===== src/design/mem_shim_pkg.sv =====
/*
 * Shared widths, vector typedefs and the sorter release state enum
 * for the client memory driver
 */

package mem_shim_pkg;

    // ====================
    // Widths
    // ====================

    // Cache-line address width
    parameter int ADDR_W = 32;

    // Line data width, kept narrow so simulation stays light
    parameter int DATA_W = 64;

    // Widest read tag supported, which bounds the reorder buffer at 16 slots
    parameter int MAX_TAG_W = 4;

    // Credit counters hold up to 31 credits
    parameter int CREDIT_W = 5;

    // ====================
    // Types
    // ====================

    typedef logic [ADDR_W-1:0]    addr_t;
    typedef logic [DATA_W-1:0]    line_t;

    // Only the low bits implied by the reorder buffer depth carry meaning
    typedef logic [MAX_TAG_W-1:0] tag_t;

    typedef logic [CREDIT_W-1:0]  credit_t;

    // Release machine of the read response sorter
    // Drain means a line is being presented to the client this cycle
    typedef enum logic {
        idle  = 1'b0,
        drain = 1'b1
    } sorter_state_t;

endpackage


===== src/design/mem_req_if.sv =====
/*
 * Staged request link between the client side and the platform side
 */

`timescale 1ns/100ps

interface mem_req_if (
    input logic clk
);

    // Read channel, tag was assigned when the client read was accepted
    logic                rd_valid;
    mem_shim_pkg::addr_t rd_addr;
    mem_shim_pkg::tag_t  rd_tag;
    logic                rd_take;

    // Write channel
    logic                wr_valid;
    mem_shim_pkg::addr_t wr_addr;
    mem_shim_pkg::line_t wr_data;
    logic                wr_take;

    // A request moves on any edge where its valid and take are both high
    // Payload stays stable on the driver side until it is taken
    modport driver (
        input  clk,
        output rd_valid, rd_addr, rd_tag, wr_valid, wr_addr, wr_data,
        input  rd_take, wr_take
    );

    modport receiver (
        input  clk,
        input  rd_valid, rd_addr, rd_tag, wr_valid, wr_addr, wr_data,
        output rd_take, wr_take
    );

endinterface


===== src/design/client_req_port.sv =====
/*
 * Client request staging: two-entry read and write FIFOs, read tag capture
 */

`timescale 1ns/100ps

module client_req_port (
    input  logic                clk,
    input  logic                reset_n,
    input  mem_shim_pkg::addr_t rd_req_addr,
    input  logic                rd_req_enable,
    output logic                rd_req_rdy,
    input  mem_shim_pkg::addr_t wr_req_addr,
    input  mem_shim_pkg::line_t wr_req_data,
    input  logic                wr_req_enable,
    output logic                wr_req_rdy,
    input  mem_shim_pkg::tag_t  next_tag,
    input  logic                rob_full,
    output logic                tag_alloc,
    mem_req_if.driver           req
);

    // Read stage storage, each entry keeps its address and its tag
    mem_shim_pkg::addr_t rd_addr_q [2];
    mem_shim_pkg::tag_t  rd_tag_q  [2];
    logic                rd_wptr;
    logic                rd_rptr;
    logic [1:0]          rd_cnt;
    logic                rd_push;
    logic                rd_pop;

    // Write stage storage
    mem_shim_pkg::addr_t wr_addr_q [2];
    mem_shim_pkg::line_t wr_data_q [2];
    logic                wr_wptr;
    logic                wr_rptr;
    logic [1:0]          wr_cnt;
    logic                wr_push;
    logic                wr_pop;

    // ====================
    // Acceptance
    // ====================

    // A read also needs a free slot in the reorder buffer
    assign rd_req_rdy = (rd_cnt != 2'd2) && !rob_full;
    assign wr_req_rdy = (wr_cnt != 2'd2);

    assign rd_push = rd_req_enable && rd_req_rdy;
    assign wr_push = wr_req_enable && wr_req_rdy;
    assign rd_pop  = req.rd_valid && req.rd_take;
    assign wr_pop  = req.wr_valid && req.wr_take;

    // The sorter advances its allocation pointer on the same edge
    assign tag_alloc = rd_push;

    // ====================
    // Stage pointers
    // ====================

    always_ff @(posedge clk)
    begin
        if (!reset_n)
        begin
            rd_wptr <= 1'b0;
            rd_rptr <= 1'b0;
            rd_cnt  <= 2'd0;
            wr_wptr <= 1'b0;
            wr_rptr <= 1'b0;
            wr_cnt  <= 2'd0;
        end
        else
        begin
            // Pointers toggle since each stage holds exactly two entries
            rd_wptr <= rd_wptr ^ rd_push;
            rd_rptr <= rd_rptr ^ rd_pop;
            rd_cnt  <= rd_cnt + 2'(rd_push) - 2'(rd_pop);
            wr_wptr <= wr_wptr ^ wr_push;
            wr_rptr <= wr_rptr ^ wr_pop;
            wr_cnt  <= wr_cnt + 2'(wr_push) - 2'(wr_pop);
        end
    end

    // Entry payloads, written only on acceptance
    always_ff @(posedge clk)
    begin
        if (rd_push)
        begin
            rd_addr_q[rd_wptr] <= rd_req_addr;
            rd_tag_q[rd_wptr]  <= next_tag;
        end
        if (wr_push)
        begin
            wr_addr_q[wr_wptr] <= wr_req_addr;
            wr_data_q[wr_wptr] <= wr_req_data;
        end
    end

    // Oldest entry of each stage is offered to the platform side
    assign req.rd_valid = (rd_cnt != 2'd0);
    assign req.rd_addr  = rd_addr_q[rd_rptr];
    assign req.rd_tag   = rd_tag_q[rd_rptr];
    assign req.wr_valid = (wr_cnt != 2'd0);
    assign req.wr_addr  = wr_addr_q[wr_rptr];
    assign req.wr_data  = wr_data_q[wr_rptr];

endmodule


===== src/design/mem_shim_top.sv =====
/*
 * Client memory driver top: request staging, read reorder buffer, platform port
 */

`timescale 1ns/100ps

module mem_shim_top #(
    parameter int ROB_DEPTH   = 8,
    parameter int MAX_CREDITS = 8
) (
    input  logic                clk,
    input  logic                reset_n,

    // Client read request and in-order response
    input  mem_shim_pkg::addr_t rd_req_addr,
    input  logic                rd_req_enable,
    output logic                rd_req_rdy,
    output logic                rd_rsp_valid,
    output mem_shim_pkg::line_t rd_rsp_data,

    // Client write request and completion pulse
    input  mem_shim_pkg::addr_t wr_req_addr,
    input  mem_shim_pkg::line_t wr_req_data,
    input  logic                wr_req_enable,
    output logic                wr_req_rdy,
    output logic                wr_ack,

    // Platform credit grants
    input  logic                plat_rd_credit,
    input  logic                plat_wr_credit,

    // Platform requests
    output logic                plat_rd_valid,
    output mem_shim_pkg::addr_t plat_rd_addr,
    output mem_shim_pkg::tag_t  plat_rd_tag,
    output logic                plat_wr_valid,
    output mem_shim_pkg::addr_t plat_wr_addr,
    output mem_shim_pkg::line_t plat_wr_data,

    // Platform responses, reads may arrive in any order
    input  logic                plat_rd_rsp_valid,
    input  mem_shim_pkg::tag_t  plat_rd_rsp_tag,
    input  mem_shim_pkg::line_t plat_rd_rsp_data,
    input  logic                plat_wr_rsp_valid
);

    // Tag allocation handshake between staging and the sorter
    logic               tag_alloc;
    mem_shim_pkg::tag_t next_tag;
    logic               rob_full;

    mem_req_if req_link (.clk(clk));

    client_req_port req_stage (
        .clk, .reset_n,
        .rd_req_addr, .rd_req_enable, .rd_req_rdy,
        .wr_req_addr, .wr_req_data, .wr_req_enable, .wr_req_rdy,
        .next_tag, .rob_full, .tag_alloc,
        .req (req_link.driver)
    );

    read_rsp_sorter #(.ROB_DEPTH(ROB_DEPTH)) rsp_sorter (
        .clk, .reset_n, .tag_alloc, .next_tag, .rob_full,
        .plat_rd_rsp_valid, .plat_rd_rsp_tag, .plat_rd_rsp_data,
        .rd_rsp_valid, .rd_rsp_data
    );

    platform_port #(.MAX_CREDITS(MAX_CREDITS)) plat_port (
        .clk, .reset_n, .plat_rd_credit, .plat_wr_credit, .plat_wr_rsp_valid,
        .req (req_link.receiver),
        .plat_rd_valid, .plat_rd_addr, .plat_rd_tag,
        .plat_wr_valid, .plat_wr_addr, .plat_wr_data, .wr_ack
    );

endmodule


===== src/design/platform_port.sv =====
/*
 * Platform side: per-channel credit tracking, request issue, write acknowledge
 */

`timescale 1ns/100ps

module platform_port #(
    parameter int MAX_CREDITS = 8
) (
    input  logic                clk,
    input  logic                reset_n,
    input  logic                plat_rd_credit,
    input  logic                plat_wr_credit,
    input  logic                plat_wr_rsp_valid,
    mem_req_if.receiver         req,
    output logic                plat_rd_valid,
    output mem_shim_pkg::addr_t plat_rd_addr,
    output mem_shim_pkg::tag_t  plat_rd_tag,
    output logic                plat_wr_valid,
    output mem_shim_pkg::addr_t plat_wr_addr,
    output mem_shim_pkg::line_t plat_wr_data,
    output logic                wr_ack
);

    mem_shim_pkg::credit_t rd_credit;
    mem_shim_pkg::credit_t wr_credit;

    // A grant and a spend on the same edge cancel out
    // The count is held at MAX_CREDITS should the platform overgrant
    function automatic mem_shim_pkg::credit_t next_credit(
        mem_shim_pkg::credit_t cur,
        logic                  grant,
        logic                  spend
    );
        mem_shim_pkg::credit_t result;
        result = cur;
        if (grant && !spend && (cur != mem_shim_pkg::credit_t'(MAX_CREDITS)))
        begin
            result = cur + 1'b1;
        end
        else if (!grant && spend)
        begin
            result = cur - 1'b1;
        end
        return result;
    endfunction

    // ====================
    // Issue
    // ====================

    // Staged requests are taken only while their channel holds a credit
    assign req.rd_take = req.rd_valid && (rd_credit != '0);
    assign req.wr_take = req.wr_valid && (wr_credit != '0);

    always_ff @(posedge clk)
    begin
        if (!reset_n)
        begin
            rd_credit     <= '0;
            wr_credit     <= '0;
            plat_rd_valid <= 1'b0;
            plat_wr_valid <= 1'b0;
            wr_ack        <= 1'b0;
        end
        else
        begin
            rd_credit     <= next_credit(rd_credit, plat_rd_credit, req.rd_take);
            wr_credit     <= next_credit(wr_credit, plat_wr_credit, req.wr_take);
            // Each taken request is held on the platform for exactly one cycle
            plat_rd_valid <= req.rd_take;
            plat_wr_valid <= req.wr_take;
            // Writes complete in order, so the acknowledge is a plain delay
            wr_ack        <= plat_wr_rsp_valid;
        end
    end

    // Request payload registers, loaded only when a request is taken
    always_ff @(posedge clk)
    begin
        if (req.rd_take)
        begin
            plat_rd_addr <= req.rd_addr;
            plat_rd_tag  <= req.rd_tag;
        end
        if (req.wr_take)
        begin
            plat_wr_addr <= req.wr_addr;
            plat_wr_data <= req.wr_data;
        end
    end

endmodule


===== src/design/read_rsp_sorter.sv =====
/*
 * Read reorder buffer: tag allocation, out-of-order capture, in-order release
 */

`timescale 1ns/100ps

module read_rsp_sorter #(
    parameter int ROB_DEPTH = 8
) (
    input  logic                clk,
    input  logic                reset_n,
    input  logic                tag_alloc,
    output mem_shim_pkg::tag_t  next_tag,
    output logic                rob_full,
    input  logic                plat_rd_rsp_valid,
    input  mem_shim_pkg::tag_t  plat_rd_rsp_tag,
    input  mem_shim_pkg::line_t plat_rd_rsp_data,
    output logic                rd_rsp_valid,
    output mem_shim_pkg::line_t rd_rsp_data
);

    // Slot index width and a count wide enough to reach ROB_DEPTH
    localparam int IDX_W = $clog2(ROB_DEPTH);
    localparam int CNT_W = $clog2(ROB_DEPTH + 1);

    // Allocation and release both walk the slots in ring order
    logic [IDX_W-1:0]          alloc_ptr;
    logic [IDX_W-1:0]          head_ptr;
    logic [CNT_W-1:0]          outstanding;

    // One data slot and one filled flag per tag
    mem_shim_pkg::line_t       slot_data [ROB_DEPTH];
    logic [ROB_DEPTH-1:0]      filled;

    mem_shim_pkg::sorter_state_t state;

    logic [IDX_W-1:0]          rsp_idx;
    logic                      head_ready;

    // ====================
    // Tag allocation
    // ====================

    // Tags are simply slot numbers, upper tag bits stay zero
    assign next_tag = mem_shim_pkg::tag_t'(alloc_ptr);

    // Every tag is in flight until its line has been released
    assign rob_full = (outstanding == CNT_W'(ROB_DEPTH));

    // Only the low tag bits select a slot
    assign rsp_idx = plat_rd_rsp_tag[IDX_W-1:0];

    // The oldest outstanding read has its data waiting
    assign head_ready = filled[head_ptr];

    // ====================
    // Control state
    // ====================

    always_ff @(posedge clk)
    begin
        if (!reset_n)
        begin
            alloc_ptr   <= '0;
            head_ptr    <= '0;
            outstanding <= '0;
            filled      <= '0;
            state       <= mem_shim_pkg::idle;
        end
        else
        begin
            if (tag_alloc)
            begin
                alloc_ptr <= alloc_ptr + 1'b1;
            end

            outstanding <= outstanding + CNT_W'(tag_alloc) - CNT_W'(head_ready);

            // A response never targets the head slot while it is still filled,
            // so the set and the clear below cannot hit the same slot
            if (plat_rd_rsp_valid)
            begin
                filled[rsp_idx] <= 1'b1;
            end

            // Release machine stays in drain as long as the head keeps filling
            if (head_ready)
            begin
                filled[head_ptr] <= 1'b0;
                head_ptr         <= head_ptr + 1'b1;
                state            <= mem_shim_pkg::drain;
            end
            else
            begin
                state <= mem_shim_pkg::idle;
            end
        end
    end

    // ====================
    // Data path
    // ====================

    always_ff @(posedge clk)
    begin
        // Out-of-order capture by tag
        if (plat_rd_rsp_valid)
        begin
            slot_data[rsp_idx] <= plat_rd_rsp_data;
        end

        // The head line moves to the output register as it is released
        if (head_ready)
        begin
            rd_rsp_data <= slot_data[head_ptr];
        end
    end

    // One line per cycle leaves while the machine is in drain
    assign rd_rsp_valid = (state == mem_shim_pkg::drain);

endmodule


===== config.mk =====
export PLATFORM = sky130hd
export DESIGN_NAME = mem_shim_top
export DESIGN_NICKNAME = d
export VERILOG_FILES = /design/src/design/mem_shim_pkg.sv /design/src/design/mem_req_if.sv /design/src/design/client_req_port.sv /design/src/design/mem_shim_top.sv /design/src/design/platform_port.sv /design/src/design/read_rsp_sorter.sv
export SDC_FILE = /design/constraint.sdc
export NUM_CORES = 1
export LEC_CHECK = 0
export ABC_CLOCK_PERIOD_IN_PS = 6350
export BUFFER_PORTS_ARGS = -buffer_cell sky130_fd_sc_hd__buf_2
export CAP_MARGIN = 20
export CORE_MARGIN = 4
export CORE_UTILIZATION = 45
export CTS_CLUSTER_DIAMETER = 80
export DETAILED_ROUTE_END_ITERATION = 12
export SLEW_MARGIN = 20
export SYNTH_ARGS = -nofsm -noshare
export SYNTH_HDL_FRONTEND = slang
export SYNTH_HIERARCHICAL = 1
export SYNTH_SLANG_ARGS = --single-unit

===== constraint.sdc =====
create_clock -name clk -period 6.35 [get_ports clk]
set_clock_uncertainty 0.1 [all_clocks]
set_input_delay 0 -clock clk [delete_from_list [all_inputs] [get_ports clk]]
set_output_delay 0 -clock clk [all_outputs]
set_load 0.02 [all_outputs]

# Word-level counts from Yosys, hierarchy flattened
# Memories as Yosys holds them, arrays and structs flattened. A register that Yosys moved wholly into a read port is not among the register bits.
# Index checks and enable logic that the tools add are counted.
# totals
word_cells	96
register_bits	44
inputBits	204
out_inout_bits	202
mem_bits_rw	774
memories	5
# classes
addsub	12
bitwise	7
n_eq_ne	5
mux	20
order_cmp	4
n_reduce_logical	26
# mem_list
memory	depth	word_bits	rd	rd_ports_with_merged_regs	wr	line	source
rsp_sorter.slot_data	8	64	1	1	1	read_rsp_sorter.sv:32	mem_shim_pkg::line_t slot_data [ROB_DEPTH];
req_stage.wr_data_q	2	64	1	1	1	client_req_port.sv:34	mem_shim_pkg::line_t wr_data_q [2];
req_stage.rd_addr_q	2	32	1	1	1	client_req_port.sv:24	mem_shim_pkg::addr_t rd_addr_q [2];
req_stage.wr_addr_q	2	32	1	1	1	client_req_port.sv:33	mem_shim_pkg::addr_t wr_addr_q [2];
req_stage.rd_tag_q	2	3	1	1	1	client_req_port.sv:25	mem_shim_pkg::tag_t rd_tag_q [2];
# ops
op	n
8-bit 2-to-1 mux	3
5-bit 2-to-1 mux	4
1-bit logical AND	15
5-bit by 1-bit adder with 5-bit output, second input constant	2
1-bit 2-to-1 mux	10
5-bit by 4-bit != test with 1-bit output, second input constant	2
5-bit nonzero test	2
5-bit by 1-bit subtractor with 5-bit output, second input constant	2
8-bit AND	1
3-bit by 4-bit < comparator with 1-bit output, second input constant	2
8-bit inverter	1
8-bit OR	1
2-bit nonzero test	4
3-bit by 1-bit adder with 3-bit output, second input constant	2
1-bit demux with 3-bit select	2
3-bit by 1-bit greater-or-equal comparator with 1-bit output, second input constant	2
1-bit logical NOT	5
2-bit by 1-bit adder with 2-bit output	2
4-bit by 1-bit adder with 4-bit output	1
4-bit == test, second input constant	1
2-bit != test, second input constant	2
2-bit by 1-bit subtractor with 2-bit output	2
4-bit by 1-bit subtractor with 4-bit output	1
1-bit XOR	4
1-bit binary-select mux with 3-bit select	1

# Depth between registers and ports, before layout
# Gate-level depths: netlist of the first run.
# depth
depth_word	9
depth_mapped	13
mapped_depth_nobuf	11

# Hierarchy
# The synthesis of the first run kept the hierarchy.
# modules_own_cells
module	instances	seq_area_each_um2	area_each_um2	cells_each
read_rsp_sorter	1	17677.0	22175.0	915
client_req_port	1	8127.8	10232.3	468
platform_port	1	4224.1	4875.9	232

# Worst setup path before layout of the first run
# Ideal clock, no wire load.
# synth_timing
path_kind	input port to flip-flop
from	input port plat_rd_rsp_tag[0]
to	register rsp_sorter.filled[0]
t_arrival_ps	5080
setup_ps	88
slack_ps	1082
cell_stages	4
path_buffers	0
t_required_ps	6162
path_cell_list	nand2b_1 -> nor3_1 -> o21ai_0 -> a21oi_1
# synth_between
elab_chain_cells	9
word_cells_on_any_way	10
cone_classes	order compare (2); mux (5); bitwise (2); reduce/logical (1)
# synth_lines
element	line	source
start, declared	mem_shim_top.sv:42	input mem_shim_pkg::tag_t plat_rd_rsp_tag,
3-bit by 4-bit < comparator with 1-bit output (implied by the code) / 3-bit by 1-bit greater-or-equal comparator with 1-bit output (equally long branches)	read_rsp_sorter.sv:83	filled[rsp_idx] <= 1'b1;
1-bit logical AND (implied by the code)	read_rsp_sorter.sv:83	
1-bit 2-to-1 mux (implied by the code)	read_rsp_sorter.sv:83	
1-bit demux with 3-bit select (*)	--	
8-bit OR (no source line) (*)	--	
8-bit 2-to-1 mux (*)	read_rsp_sorter.sv:81	if (plat_rd_rsp_valid)
8-bit 2-to-1 mux (*)	read_rsp_sorter.sv:62	if (!reset_n)
8-bit AND (no source line)	--	
8-bit 2-to-1 mux (*)	read_rsp_sorter.sv:87	if (head_ready)
end signal, assigned	read_rsp_sorter.sv:67	filled <= '0;
end signal, assigned by index	read_rsp_sorter.sv:83	
end signal, assigned by index	read_rsp_sorter.sv:89	filled[head_ptr] <= 1'b0;
end, declared	read_rsp_sorter.sv:33	logic [ROB_DEPTH-1:0] filled;
# Mark *: on every way between the ends. The rest lies on a longest branch, timed or not. The select of a mux whose other input is x is not followed.
# A chain may end at the register's enable or synchronous reset.

# Final worst setup path of the first run
# layout_timing
from	register rsp_sorter.head_ptr[2]
to	register rsp_sorter.outstanding[2]
# layout_between
elab_chain_cells	3
# layout_lines
element	line	source
start, declared	read_rsp_sorter.sv:28	logic [IDX_W-1:0] head_ptr;
start signal, assigned	read_rsp_sorter.sv:90	head_ptr <= head_ptr + 1'b1;
1-bit binary-select mux with 3-bit select	read_rsp_sorter.sv:54	assign head_ready = filled[head_ptr];
1-bit 2-to-1 mux (implied by the code)	read_rsp_sorter.sv:54	
net rsp_sorter.head_ready	read_rsp_sorter.sv:38	logic head_ready;
4-bit by 1-bit subtractor with 4-bit output	read_rsp_sorter.sv:77	outstanding <= outstanding + CNT_W'(tag_alloc) - CNT_W'(head_ready);
end signal, assigned	read_rsp_sorter.sv:77	
end, declared	read_rsp_sorter.sv:29	logic [CNT_W-1:0] outstanding;
# The timed path passes the listed nets, and every way through them passes these cells. The select of a mux whose other input is x is not followed.

==> results.sh, run 1 <==
export IMPL_fin_total_pwr_mw=17.7
export IMPL_setup_violations_final=0
export IMPL_rsz0062_at_grt="no"
export IMPL_synth_top_cell_by_area="edfxtp_1"
export IMPL_ys_flop_type="edfxtp_1"
export IMPL_tightest_slew_ns=0.988
export IMPL_crit_required_ns=6.77
export IMPL_clock_sinks=1014
export IMPL_wl_per_cell_um=22.1
export IMPL_drtIter0Drc=995
export IMPL_cts_root_buf="clkbuf_16"
export IMPL_drtAntennaViolNets=0
export IMPL_port_buffers=404
export IMPL_gp_congestion=0.722
export IMPL_hold_violations=0
export IMPL_synth_top_family_by_area="multiplexers"
export IMPL_core_area_um2=82100
export IMPL_grt_usage=0.179
export IMPL_hpwl_mm=45.2
export IMPL_clock_latency_ns=0.67
export IMPL_hold_class="input port to flop"
export IMPL_synthAdderAreaFrac=0.00732
export IMPL_arrival_ns=4.32
export IMPL_cts_setup_buffers=0
export IMPL_muxShareOfSynthArea=0.146
export IMPL_leakage_nw=16.3
export IMPL_cts_clk_slew_worst_paths_ns=0.06
export IMPL_synth_xor_area_frac=0.00211
export IMPL_drt_pre_antenna_iters=5
export IMPL_hold_depth=3
export IMPL_power_density_nw_per_um2=374
export IMPL_syn_cell_area_um2=37300
export IMPL_drc=0
export IMPL_wirelength_mm=79.7
export IMPL_synth_cell_types=52
export IMPL_synth_nets=1839
export IMPL_antenna_found_initial=15
export IMPL_overflow=0
export IMPL_r2r_setup_slack_ns=2.45
export IMPL_power_internal_mw=13.2
export IMPL_via_per_inst=5.09
export IMPL_slew_viol_final=0
export IMPL_dieArea_um2=87500
export IMPL_timing_final_crit_period_ns=3.90
export IMPL_ir_worst_vdd_mv=0.287
export IMPL_grt_first_pass_wirelength_mm=118
export IMPL_fmax_ghz=0.256
export IMPL_slew_headroom=0.341
export IMPL_synth_simple_gate_area_frac=0.0140
export IMPL_switching_share=0.255
export IMPL_die_x_um=296
export IMPL_crit_fanout=47
export IMPL_crit_path_end_kind="flop"
export IMPL_avgSynthCellArea_um2=23.1
export IMPL_finalCoreUtilization=0.578
export IMPL_cts_tree="yes"
export IMPL_num_io_pins=406
export IMPL_std_cell_rows=105
export IMPL_r2r_worst_path_cells=10
export IMPL_grt_pass1_vias=19500
export IMPL_outcome="completed"
export IMPL_seq_area_frac_synth=0.805
export IMPL_yosys_warnings=6
export IMPL_synth_compound_area_frac=0.0112
export IMPL_start_util=0.454
export IMPL_path_class="flop to flop"
export IMPL_dp_slack_ns=2.37
export IMPL_fin_crit_sh=0.614
export IMPL_setup_ws_ns=2.45
export IMPL_pwr_share_clk=0.352
export IMPL_area_growth_pct=27.2
export IMPL_whs_ns=0.0325
export IMPL_num_vias=18300
export IMPL_synth_area_top_cells="edfxtp_1 (78%), mux4_2 (7.7%), mux2_2 (4.7%)"
export IMPL_comb_power_share=0.158
export IMPL_synth_edf_count=972
export IMPL_synth_top_cell_area_share=0.783
export IMPL_drv_cap=0
export IMPL_drive_above_1_share=0.377
export IMPL_async_flop_share=0
export IMPL_die_h_um=296
export IMPL_clockBufferDepth=3
export IMPL_post_cts_resized=0
export IMPL_htree_levels=3
export IMPL_power_frac_seq=0.490
export IMPL_fin_tns_setup_ns=0
export IMPL_nNetsFinal=2650
export IMPL_ys_seq_elements=1014
export IMPL_cp_start_kind="flop"
export IMPL_grt_max_degree=63
export IMPL_p_sw_mw=4.52
export IMPL_cts_inserted_buffers=104
export IMPL_synthCells=1615
export IMPL_fillCellCount=6031
-- cell families (layout without fill, tap and decap cells) --
logic type,Yosys count,in the layout
flip-flops,1014,1014
multiplexers,340,340
AND/OR/NAND/NOR,97,97
buffers and inverters,77,979
AO/OA/AOI/OAI,57,57
adder cells (fa/ha/maj),20,20
XOR/XNOR,9,9
other,1,12
-- what timing repair did --
item | in CTS | in global routing
hold buffers | 333 | 0
endpoints found under the hold margin | 981 | 0
endpoints found under the setup margin | 0 | 0
-- power groups by stage --
| stage | clock network, mW | logic [mW] | registers (mW) |
|---|---|---|---|
| floorplan | 0 | 1.36 | 9.23 |
| global placement | 0 | 2.61 | 8.80 |
| detailed placement | 0 | 2.66 | 8.84 |
| CTS | 6.42 | 2.85 | 8.70 |
| global route | 6.71 | 3.04 | 8.76 |
| finish | 6.24 | 2.80 | 8.70 |
-- final cells by class --
| class | instances | area (um2) | share of cell area |
|---|---|---|---|
| Inverter | 18 | 70.1 | 0.00148 |
| Clock inverter | 69 | 841 | 0.0177 |
| Timing Repair Buffer | 764 | 5560 | 0.117 |
| Clock buffer | 128 | 2740 | 0.0578 |
| Sequential cell | 1014 | 30000 | 0.633 |
| Antenna cell | 11 | 27.5 | 0.000580 |
| Multi-Input combinational cell | 524 | 6810 | 0.144 |
| Tap cell | 1070 | 1340 | 0.0282 |
-- critical path, cell delays in order, from the launching register on --
cell and delay, ns:
dfxtp_4 0.53, buf_4 0.45, nor3b_1 0.29, nor4_2 0.45
clkinv_2 0.51, ha_1 0.46, inv_1 0.04, ha_1 0.20
fa_1 0.41, xor2_1 0.16, and2_1 0.15
-- final timing paths --
check	from	to
hold reg to reg	rsp_sorter/alloc_ptr[2]	req_stage/rd_tag_q[1][2]
hold / removal	plat_rd_rsp_tag[0]	rsp_sorter/slot_data[7][2]
setup reg to reg	rsp_sorter/head_ptr[2]	rsp_sorter/outstanding[2]
setup / recovery	rsp_sorter/head_ptr[2]	rsp_sorter/outstanding[2]
-- cells in the mapped netlist (14+ instances only) --
library cell	n
clkbuf_1	14
inv_1	18
buf_2	15
mux4_2	127
a21oi_1	14
nor2_1	22
ha_1	17
o21ai_0	19
buf_6	15
edfxtp_1	972
dfxtp_1	42
mux2_2	157
nand2_1	22
mux2_4	40
-- metal layers --
metal,global-route usage,wire length (um),vias to the layer above
li1,-,-,8285
met1,0.231,32300,9407
met2,0.303,40000,484
met3,0.0476,5540,129
met4,0.0528,1790,8
met5,0,50,-
-- stage by stage --
| stage | cell area [um2] | cells |
|---|---|---|
| after CTS | 47400 | 3587 |
| after floorplan | 37300 | 1615 |
| after global placement | 40500 | 3057 |
| after detailed placement | 40500 | 3057 |
| after global routing | 47400 | 3594 |
| final | 47400 | 3598 |
-- layout by cell type, fill, tap and decap left out, types with 4 or more instances in the layout --
cell,netlist,final
buf_2,15,404
nor2_4,0,6
nand2b_1,7,7
a211oi_1,4,4
dfxtp_1,42,38
buf_4,4,26
xnor2_1,5,5
nor3_1,6,4
dfxtp_4,0,4
ha_1,17,16
clkinv_2,0,23
mux4_2,127,127
nand3_1,4,4
clkinv_1,0,19
clkbuf_8,0,5
xor2_1,4,4
clkbuf_1,14,19
mux2_2,157,157
nand2_1,22,22
diode_2,0,11
clkbuf_16,0,104
and2_1,11,11
bufinv_16,0,15
nor2_1,22,16
mux2i_1,13,13
dlygate4sd3_1,0,333
edfxtp_1,972,972
mux2_4,40,40
o21ai_0,19,19
a21oi_1,14,14
inv_1,18,16
clkinvlp_4,0,5
-- state kept, by name (all words and copies together) (netlist names), 2 cells and up, named ones only --
register,flops
rsp_sorter/slot_data,512
req_stage/wr_data_q,128
plat_port/plat_wr_data,64
req_stage/rd_addr_q,64
req_stage/wr_addr_q,64
rsp_sorter/rd_rsp_data,64
plat_port/plat_rd_addr,32
plat_port/plat_wr_addr,32
req_stage/rd_tag_q,8
rsp_sorter/filled,8
plat_port/rd_credit,5
plat_port/wr_credit,5
plat_port/plat_rd_tag,4
rsp_sorter/outstanding,4
rsp_sorter/alloc_ptr,3
rsp_sorter/head_ptr,3
req_stage/rd_cnt,2
req_stage/wr_cnt,2
Power figures use the tool's default switching activity.
==> run 2, diff against run 1 <==
Settings changed: ABC_CLOCK_PERIOD_IN_PS 6350 to 3200, PLACE_DENSITY set to 0.66.
Clock period 6.35 ns to 3.2 ns, I/O delays scaled along.
==> run 2 against run 1 <==
Net effect: die area did not move; register-to-register slack got worse by 2.2 ns; critical endpoint is now req_stage/rd_cnt[1]; sequential share of layout area rose by 0.081 points; via count rose by 1.2%; worst setup slack got worse by 2.2 ns; global-route usage rose by 0.39 points; cell count rose by 0.11%; critical path depth fell by 2; critical path type unchanged; total power rose by 95%.
==> results.sh, run 2 (synthesized netlist as in run 1, its figures left out) <==
export IMPL_outcome="completed"
export IMPL_die_h_um=296
export IMPL_drc=0
export IMPL_crit_path_top_delay_cell="or4_4"
export IMPL_die_x_um=296
export IMPL_area_growth_pct=27.1
export IMPL_post_cts_resized=0
export IMPL_regMostFlops="rsp_sorter/slot_data"
export IMPL_overflow=0
export IMPL_std_cell_rows=105
export IMPL_hold_class="input port to flop"
export IMPL_leakage_nw=16.2
export IMPL_cts_tree="yes"
export IMPL_cp_start_kind="flop"
export IMPL_setup_violations_final=0
export IMPL_largest_register_ffs=512
export IMPL_drtAntennaViolNets=0
export IMPL_htree_levels=3
export IMPL_crit_path_end_kind="flop"
export IMPL_ir_worst_vdd_mv=0.520
export IMPL_clock_sinks=1014
export IMPL_core_area_um2=82100
export IMPL_via_per_inst=5.14
export IMPL_rsz0062_at_grt="no"
export IMPL_hpwl_mm=46.6
export IMPL_arrival_ns=3.43
export IMPL_cts_inserted_buffers=103
export IMPL_fin_total_pwr_mw=34.5
export IMPL_grt_pass1_vias=19700
export IMPL_grt_usage=0.183
export IMPL_cts_hold_buf=330
export IMPL_slew_headroom=0.355
export IMPL_crit_required_ns=3.70
export IMPL_cts_root_buf="clkbuf_16"
export IMPL_slew_viol_final=0
export IMPL_cts_clk_slew_worst_paths_ns=0.06
export IMPL_fin_crit_sh=0.917
export IMPL_max_stage_delay_ns=0.55
export IMPL_timing_final_crit_period_ns=2.93
export IMPL_tightest_slew_ns=0.967
export IMPL_grt_max_degree=131
export IMPL_dieArea_um2=87500
export IMPL_dpl_cell_area_um2=40800
export IMPL_path_cells="or4_4, o21ai_0, inv_1, o21a_1, ha_1, nor4_2, mux2i_1, dlygate4sd3_1"
export IMPL_final_common_cell="edfxtp_1"
export IMPL_fmax_ghz=0.341
export IMPL_cts_setup_buffers=0
export IMPL_grt_first_pass_wirelength_mm=121
export IMPL_port_buffers=404
export IMPL_cp_buffers_inverters=2
export IMPL_top_regs="rsp_sorter/slot_data: 512 flops, req_stage/wr_data_q: 128 flops"
export IMPL_start_util=0.454
export IMPL_drt_pre_antenna_iters=5
export IMPL_clockBufferDepth=3
export IMPL_layout_common_cells="edfxtp_1 (972), buf_2 (404), dlygate4sd3_1 (330)"
export IMPL_drive_above_1_share=0.380
export IMPL_clock_latency_ns=0.66
export IMPL_antenna_found_initial=13
export IMPL_power_density_nw_per_um2=728
export IMPL_drv_cap=0
export IMPL_gp_congestion=0.755
export IMPL_num_io_pins=406
export IMPL_nNetsFinal=2658
export IMPL_crit_fanout=7
export IMPL_fin_area_um2=47400
export IMPL_path_class="flop to flop"
export IMPL_wl_per_cell_um=22.6
export IMPL_drtIter0Drc=1135
export IMPL_wirelength_mm=81.5
export IMPL_hold_violations=0
export IMPL_path_delay_family="simple AND/OR/NAND/NOR gates"
export IMPL_num_vias=18500
==> run 2: changes by cell type in the layout (fill, tap and decap cells not counted), sizes merged <==
cell,delta
bufinv,-8
clkinv,+9
diode,-1
clkinvlp,-1
inv,-1
dlygate4sd3,-3
clkbuf,-3
buf,+12
==> run 2: worst paths after layout <==
| kind | to | slack (ns) | start | cells after the start |
|---|---|---|---|---|
| max | req_stage/rd_cnt[1] | 0.27 | plat_port/rd_credit[0] | 8 |
| min | req_stage/wr_addr_q[0][11] | 0.04 | wr_req_addr[11] | 2 |
| max reg2reg | req_stage/rd_cnt[1] | 0.27 | plat_port/rd_credit[0] | 8 |
| min reg2reg | req_stage/rd_tag_q[0][2] | 0.39 | rsp_sorter/alloc_ptr[2] | 0 |
==> run 2: area by class of cell <==
cell class                      count  area [um2]
Antenna cell                       10        25.0
Tap cell                         1070        1340
Timing Repair Buffer              773        5710
Clock inverter                     68         639
Sequential cell                  1014       30000
Inverter                           18        75.1
Clock buffer                      125        2660
Fill cell                        5913       34700
Multi-Input combinational cell    524        6890
==> run 2: power by group <==
part / total, mW / internal, mW / switching, mW / leakage, nW
clock network: 11.5 / 6.55 / 4.99 / 1.61
logic: 5.71 / 2.27 / 3.44 / 5.35
registers: 17.3 / 16.7 / 0.591 / 9.27
==> run 2: per-stage QoR <==
stage	instances	utilization	TNS, ns	hold WS, ns	setup WS, ns
2_1_floorplan	1615	-	-2.99	-0.00113	-0.549
3_3_place_gp	3069	0.496	0	0.0885	0.284
3_5_place_dp	3069	0.496	0	0.0918	0.230
4_1_cts	3592	0.577	0	0.0000694	0.200
5_1_grt	3598	0.577	0	0.0101	0.0770
6_report	3602	0.577	0	0.0372	0.265
==> run 2: routing by layer <==
layer,vias up,global-route usage,part of all wire
li1,8282,-,-
met1,9560,0.231,0.40
met2,528,0.320,0.51
met3,147,0.0445,0.063
met4,10,0.0498,0.024
met5,-,0,0.00076
==> run 3, diff against run 2 <==
Settings changed: ABC_CLOCK_PERIOD_IN_PS 3200 to 3100, PLACE_DENSITY 0.66 to unset.
Clock period 3.2 ns to 3.1 ns, I/O delays scaled along.
==> run 3 against run 2 <==
Net effect: die area unchanged; register-to-register slack got worse by 0.12 ns; hold slack got worse by 0.0029 ns; critical path depth unchanged; cell count decreased by 0.36%; largest cell class unchanged; combinational power increased by 3%; sequential power increased by 3%; clock power increased by 3%; core utilization decreased by 0.11 points; non-clock buffer count decreased by 8; flip-flop and latch count unchanged; first-iteration DRC count increased by 6.0%.
==> results.sh, run 3 (synthesized netlist as in run 1, its figures left out) <==
export IMPL_whs_endpoint="req_stage/wr_data_q[1][38]"
export IMPL_drc=0
export IMPL_crit_fanout=7
export IMPL_htree_levels=3
export IMPL_wirelength_mm=80.5
export IMPL_use_met2=0.312
export IMPL_path_class="flop to flop"
export IMPL_antenna_found_initial=11
export IMPL_r2r_end="req_stage/rd_cnt[1]"
export IMPL_fin_total_pwr_mw=35.6
export IMPL_fin_area_um2=47300
export IMPL_cts_tree="yes"
export IMPL_drtIter0Drc=1203
export IMPL_ir_worst_vdd_mv=0.525
export IMPL_cts_clk_slew_worst_paths_ns=0.06
export IMPL_start_util=0.454
export IMPL_timing_final_crit_period_ns=2.95
export IMPL_num_io_pins=406
export IMPL_hold_depth=2
export IMPL_regMostFlops="rsp_sorter/slot_data"
export IMPL_wl_per_cell_um=22.4
export IMPL_overflow=0
export IMPL_top_regs="rsp_sorter/slot_data: 512 flops, req_stage/wr_data_q: 128 flops"
export IMPL_die_x_um=296
export IMPL_clock_sinks=1014
export IMPL_largest_register_ffs=512
export IMPL_final_common_cell="edfxtp_1"
export IMPL_port_buffers=404
export IMPL_slew_headroom=0.311
export IMPL_dpl_cell_area_um2=40800
export IMPL_fin_crit_sh=0.952
export IMPL_core_area_um2=82100
export IMPL_grt_first_pass_wirelength_mm=120
export IMPL_r2r_worst_path_cells=8
export IMPL_gr_usage_met1=0.233
export IMPL_hpwl_mm=47.4
export IMPL_layout_common_cells="edfxtp_1 (972), buf_2 (404), dlygate4sd3_1 (317)"
export IMPL_drive_above_1_share=0.383
export IMPL_drv_cap=0
export IMPL_power_density_nw_per_um2=753
export IMPL_cp_buffers_inverters=2
export IMPL_std_cell_rows=105
export IMPL_crit_required_ns=3.59
export IMPL_slew_viol_final=0
export IMPL_path_delay_family="simple AND/OR/NAND/NOR gates"
export IMPL_clock_latency_ns=0.65
export IMPL_grt_usage=0.181
export IMPL_clockBufferDepth=3
export IMPL_drtAntennaViolNets=0
export IMPL_nNetsFinal=2651
export IMPL_busiest_layer="met2"
export IMPL_arrival_ns=3.44
export IMPL_num_vias=18300
export IMPL_grt_use_met3=0.0481
export IMPL_cts_setup_buffers=0
export IMPL_grt_pass1_vias=19600
export IMPL_drt_pre_antenna_iters=5
export IMPL_hold_class="input port to flop"
export IMPL_gp_congestion=0.763
export IMPL_max_stage_delay_ns=0.55
export IMPL_via_per_inst=5.09
export IMPL_crit_path_top_delay_cell="or4_4"
export IMPL_rsz0062_at_grt="no"
export IMPL_fillCellCount=6069
export IMPL_reg2reg_from="plat_port/rd_credit[0]"
export IMPL_hold_violations=0
export IMPL_area_growth_pct=26.8
export IMPL_path_cells="or4_4, o21ai_0, inv_1, o21a_1, ha_1, nor4_2, mux2i_1, dlygate4sd3_1"
export IMPL_die_h_um=296
export IMPL_r2r_setup_slack_ns=0.15
export IMPL_outcome="completed"
export IMPL_crit_path_end_kind="flop"
export IMPL_cts_inserted_buffers=104
export IMPL_leakage_nw=16.2
export IMPL_post_cts_resized=0
export IMPL_hp_start="wr_req_data[38]"
export IMPL_setup_violations_final=0
export IMPL_grt_max_degree=99
export IMPL_dieArea_um2=87500
export IMPL_cp_start_kind="flop"
export IMPL_cts_root_buf="clkbuf_16"
export IMPL_tightest_slew_ns=1.03
export IMPL_fmax_ghz=0.339
run 3: changes by cell type in the layout (fill, tap and decap cells not counted), moves of 2 or more:
cell	previous run	this run
clkinvlp_4	4	8
clkinv_2	23	21
dlygate4sd3_1	330	317
diode_2	10	6
clkbuf_16	103	105
clkinv_1	24	22
buf_4	32	36
run 3: metrics by stage:
step	worst slack, ns	hold slack, ns	util	TNS (ns)	cells
after detailed placement	0.235	0.0929	0.497	0	3074
final	0.150	0.0342	0.576	0	3589
after global placement	0.283	0.0897	0.497	0	3074
after global routing	0.00462	0.000241	0.576	0	3587
after CTS	0.139	0.0000532	0.576	0	3582
after floorplan	-0.649	-0.00113	-	-2.84	1615
run 3: layer usage:
| layer | vias up | part of all wire |
|---|---|---|
| met5 | - | 0.00083 |
| met4 | 10 | 0.020 |
| met3 | 126 | 0.063 |
| met2 | 438 | 0.51 |
| met1 | 9427 | 0.41 |
| li1 | 8256 | - |
run 3: worst max path at each step:
stage                                       from                    endpoint  slack (ns)  cells past startpoint
after CTS                 plat_port/rd_credit[0]         req_stage/rd_cnt[1]        0.14                      8
after global placement    rsp_sorter/head_ptr[0]  rsp_sorter/rd_rsp_data[57]        0.28                      7
after global routing      plat_port/rd_credit[0]         req_stage/rd_cnt[1]       0.005                      8
final                     plat_port/rd_credit[0]         req_stage/rd_cnt[1]        0.15                      8
after detailed placement     req_stage/wr_cnt[1]      plat_port/wr_credit[4]        0.23                      9
after floorplan           rsp_sorter/head_ptr[0]   rsp_sorter/outstanding[2]       -0.65                     12
run 3: layout make-up:
class | count | area (um2) | share of cell area
flip-flops and latches | 1014 | 30000 | 0.635
multi-input cells | 524 | 6890 | 0.146
repair buffers | 765 | 5630 | 0.119
clock buffers | 127 | 2710 | 0.0573
well taps | 1070 | 1340 | 0.0283
clock inverters | 65 | 593 | 0.0125
inverters | 18 | 75.1 | 0.00159
diodes | 6 | 15.0 | 0.000317
run 3: power breakdown:
group          leakage, nW  internal [mW]  switching, mW  total [mW]
combinational         5.33           2.33           3.57        5.90
clock                 1.60           6.84           5.08        11.9
sequential            9.27           17.2          0.579        17.8
total                 16.2           26.4           9.23        35.6
run 3: timing repair:
item | CTS | global route
endpoints found under the hold margin | 884 | 2
setup endpoints to repair | 0 | 1
hold buffers | 316 | 1
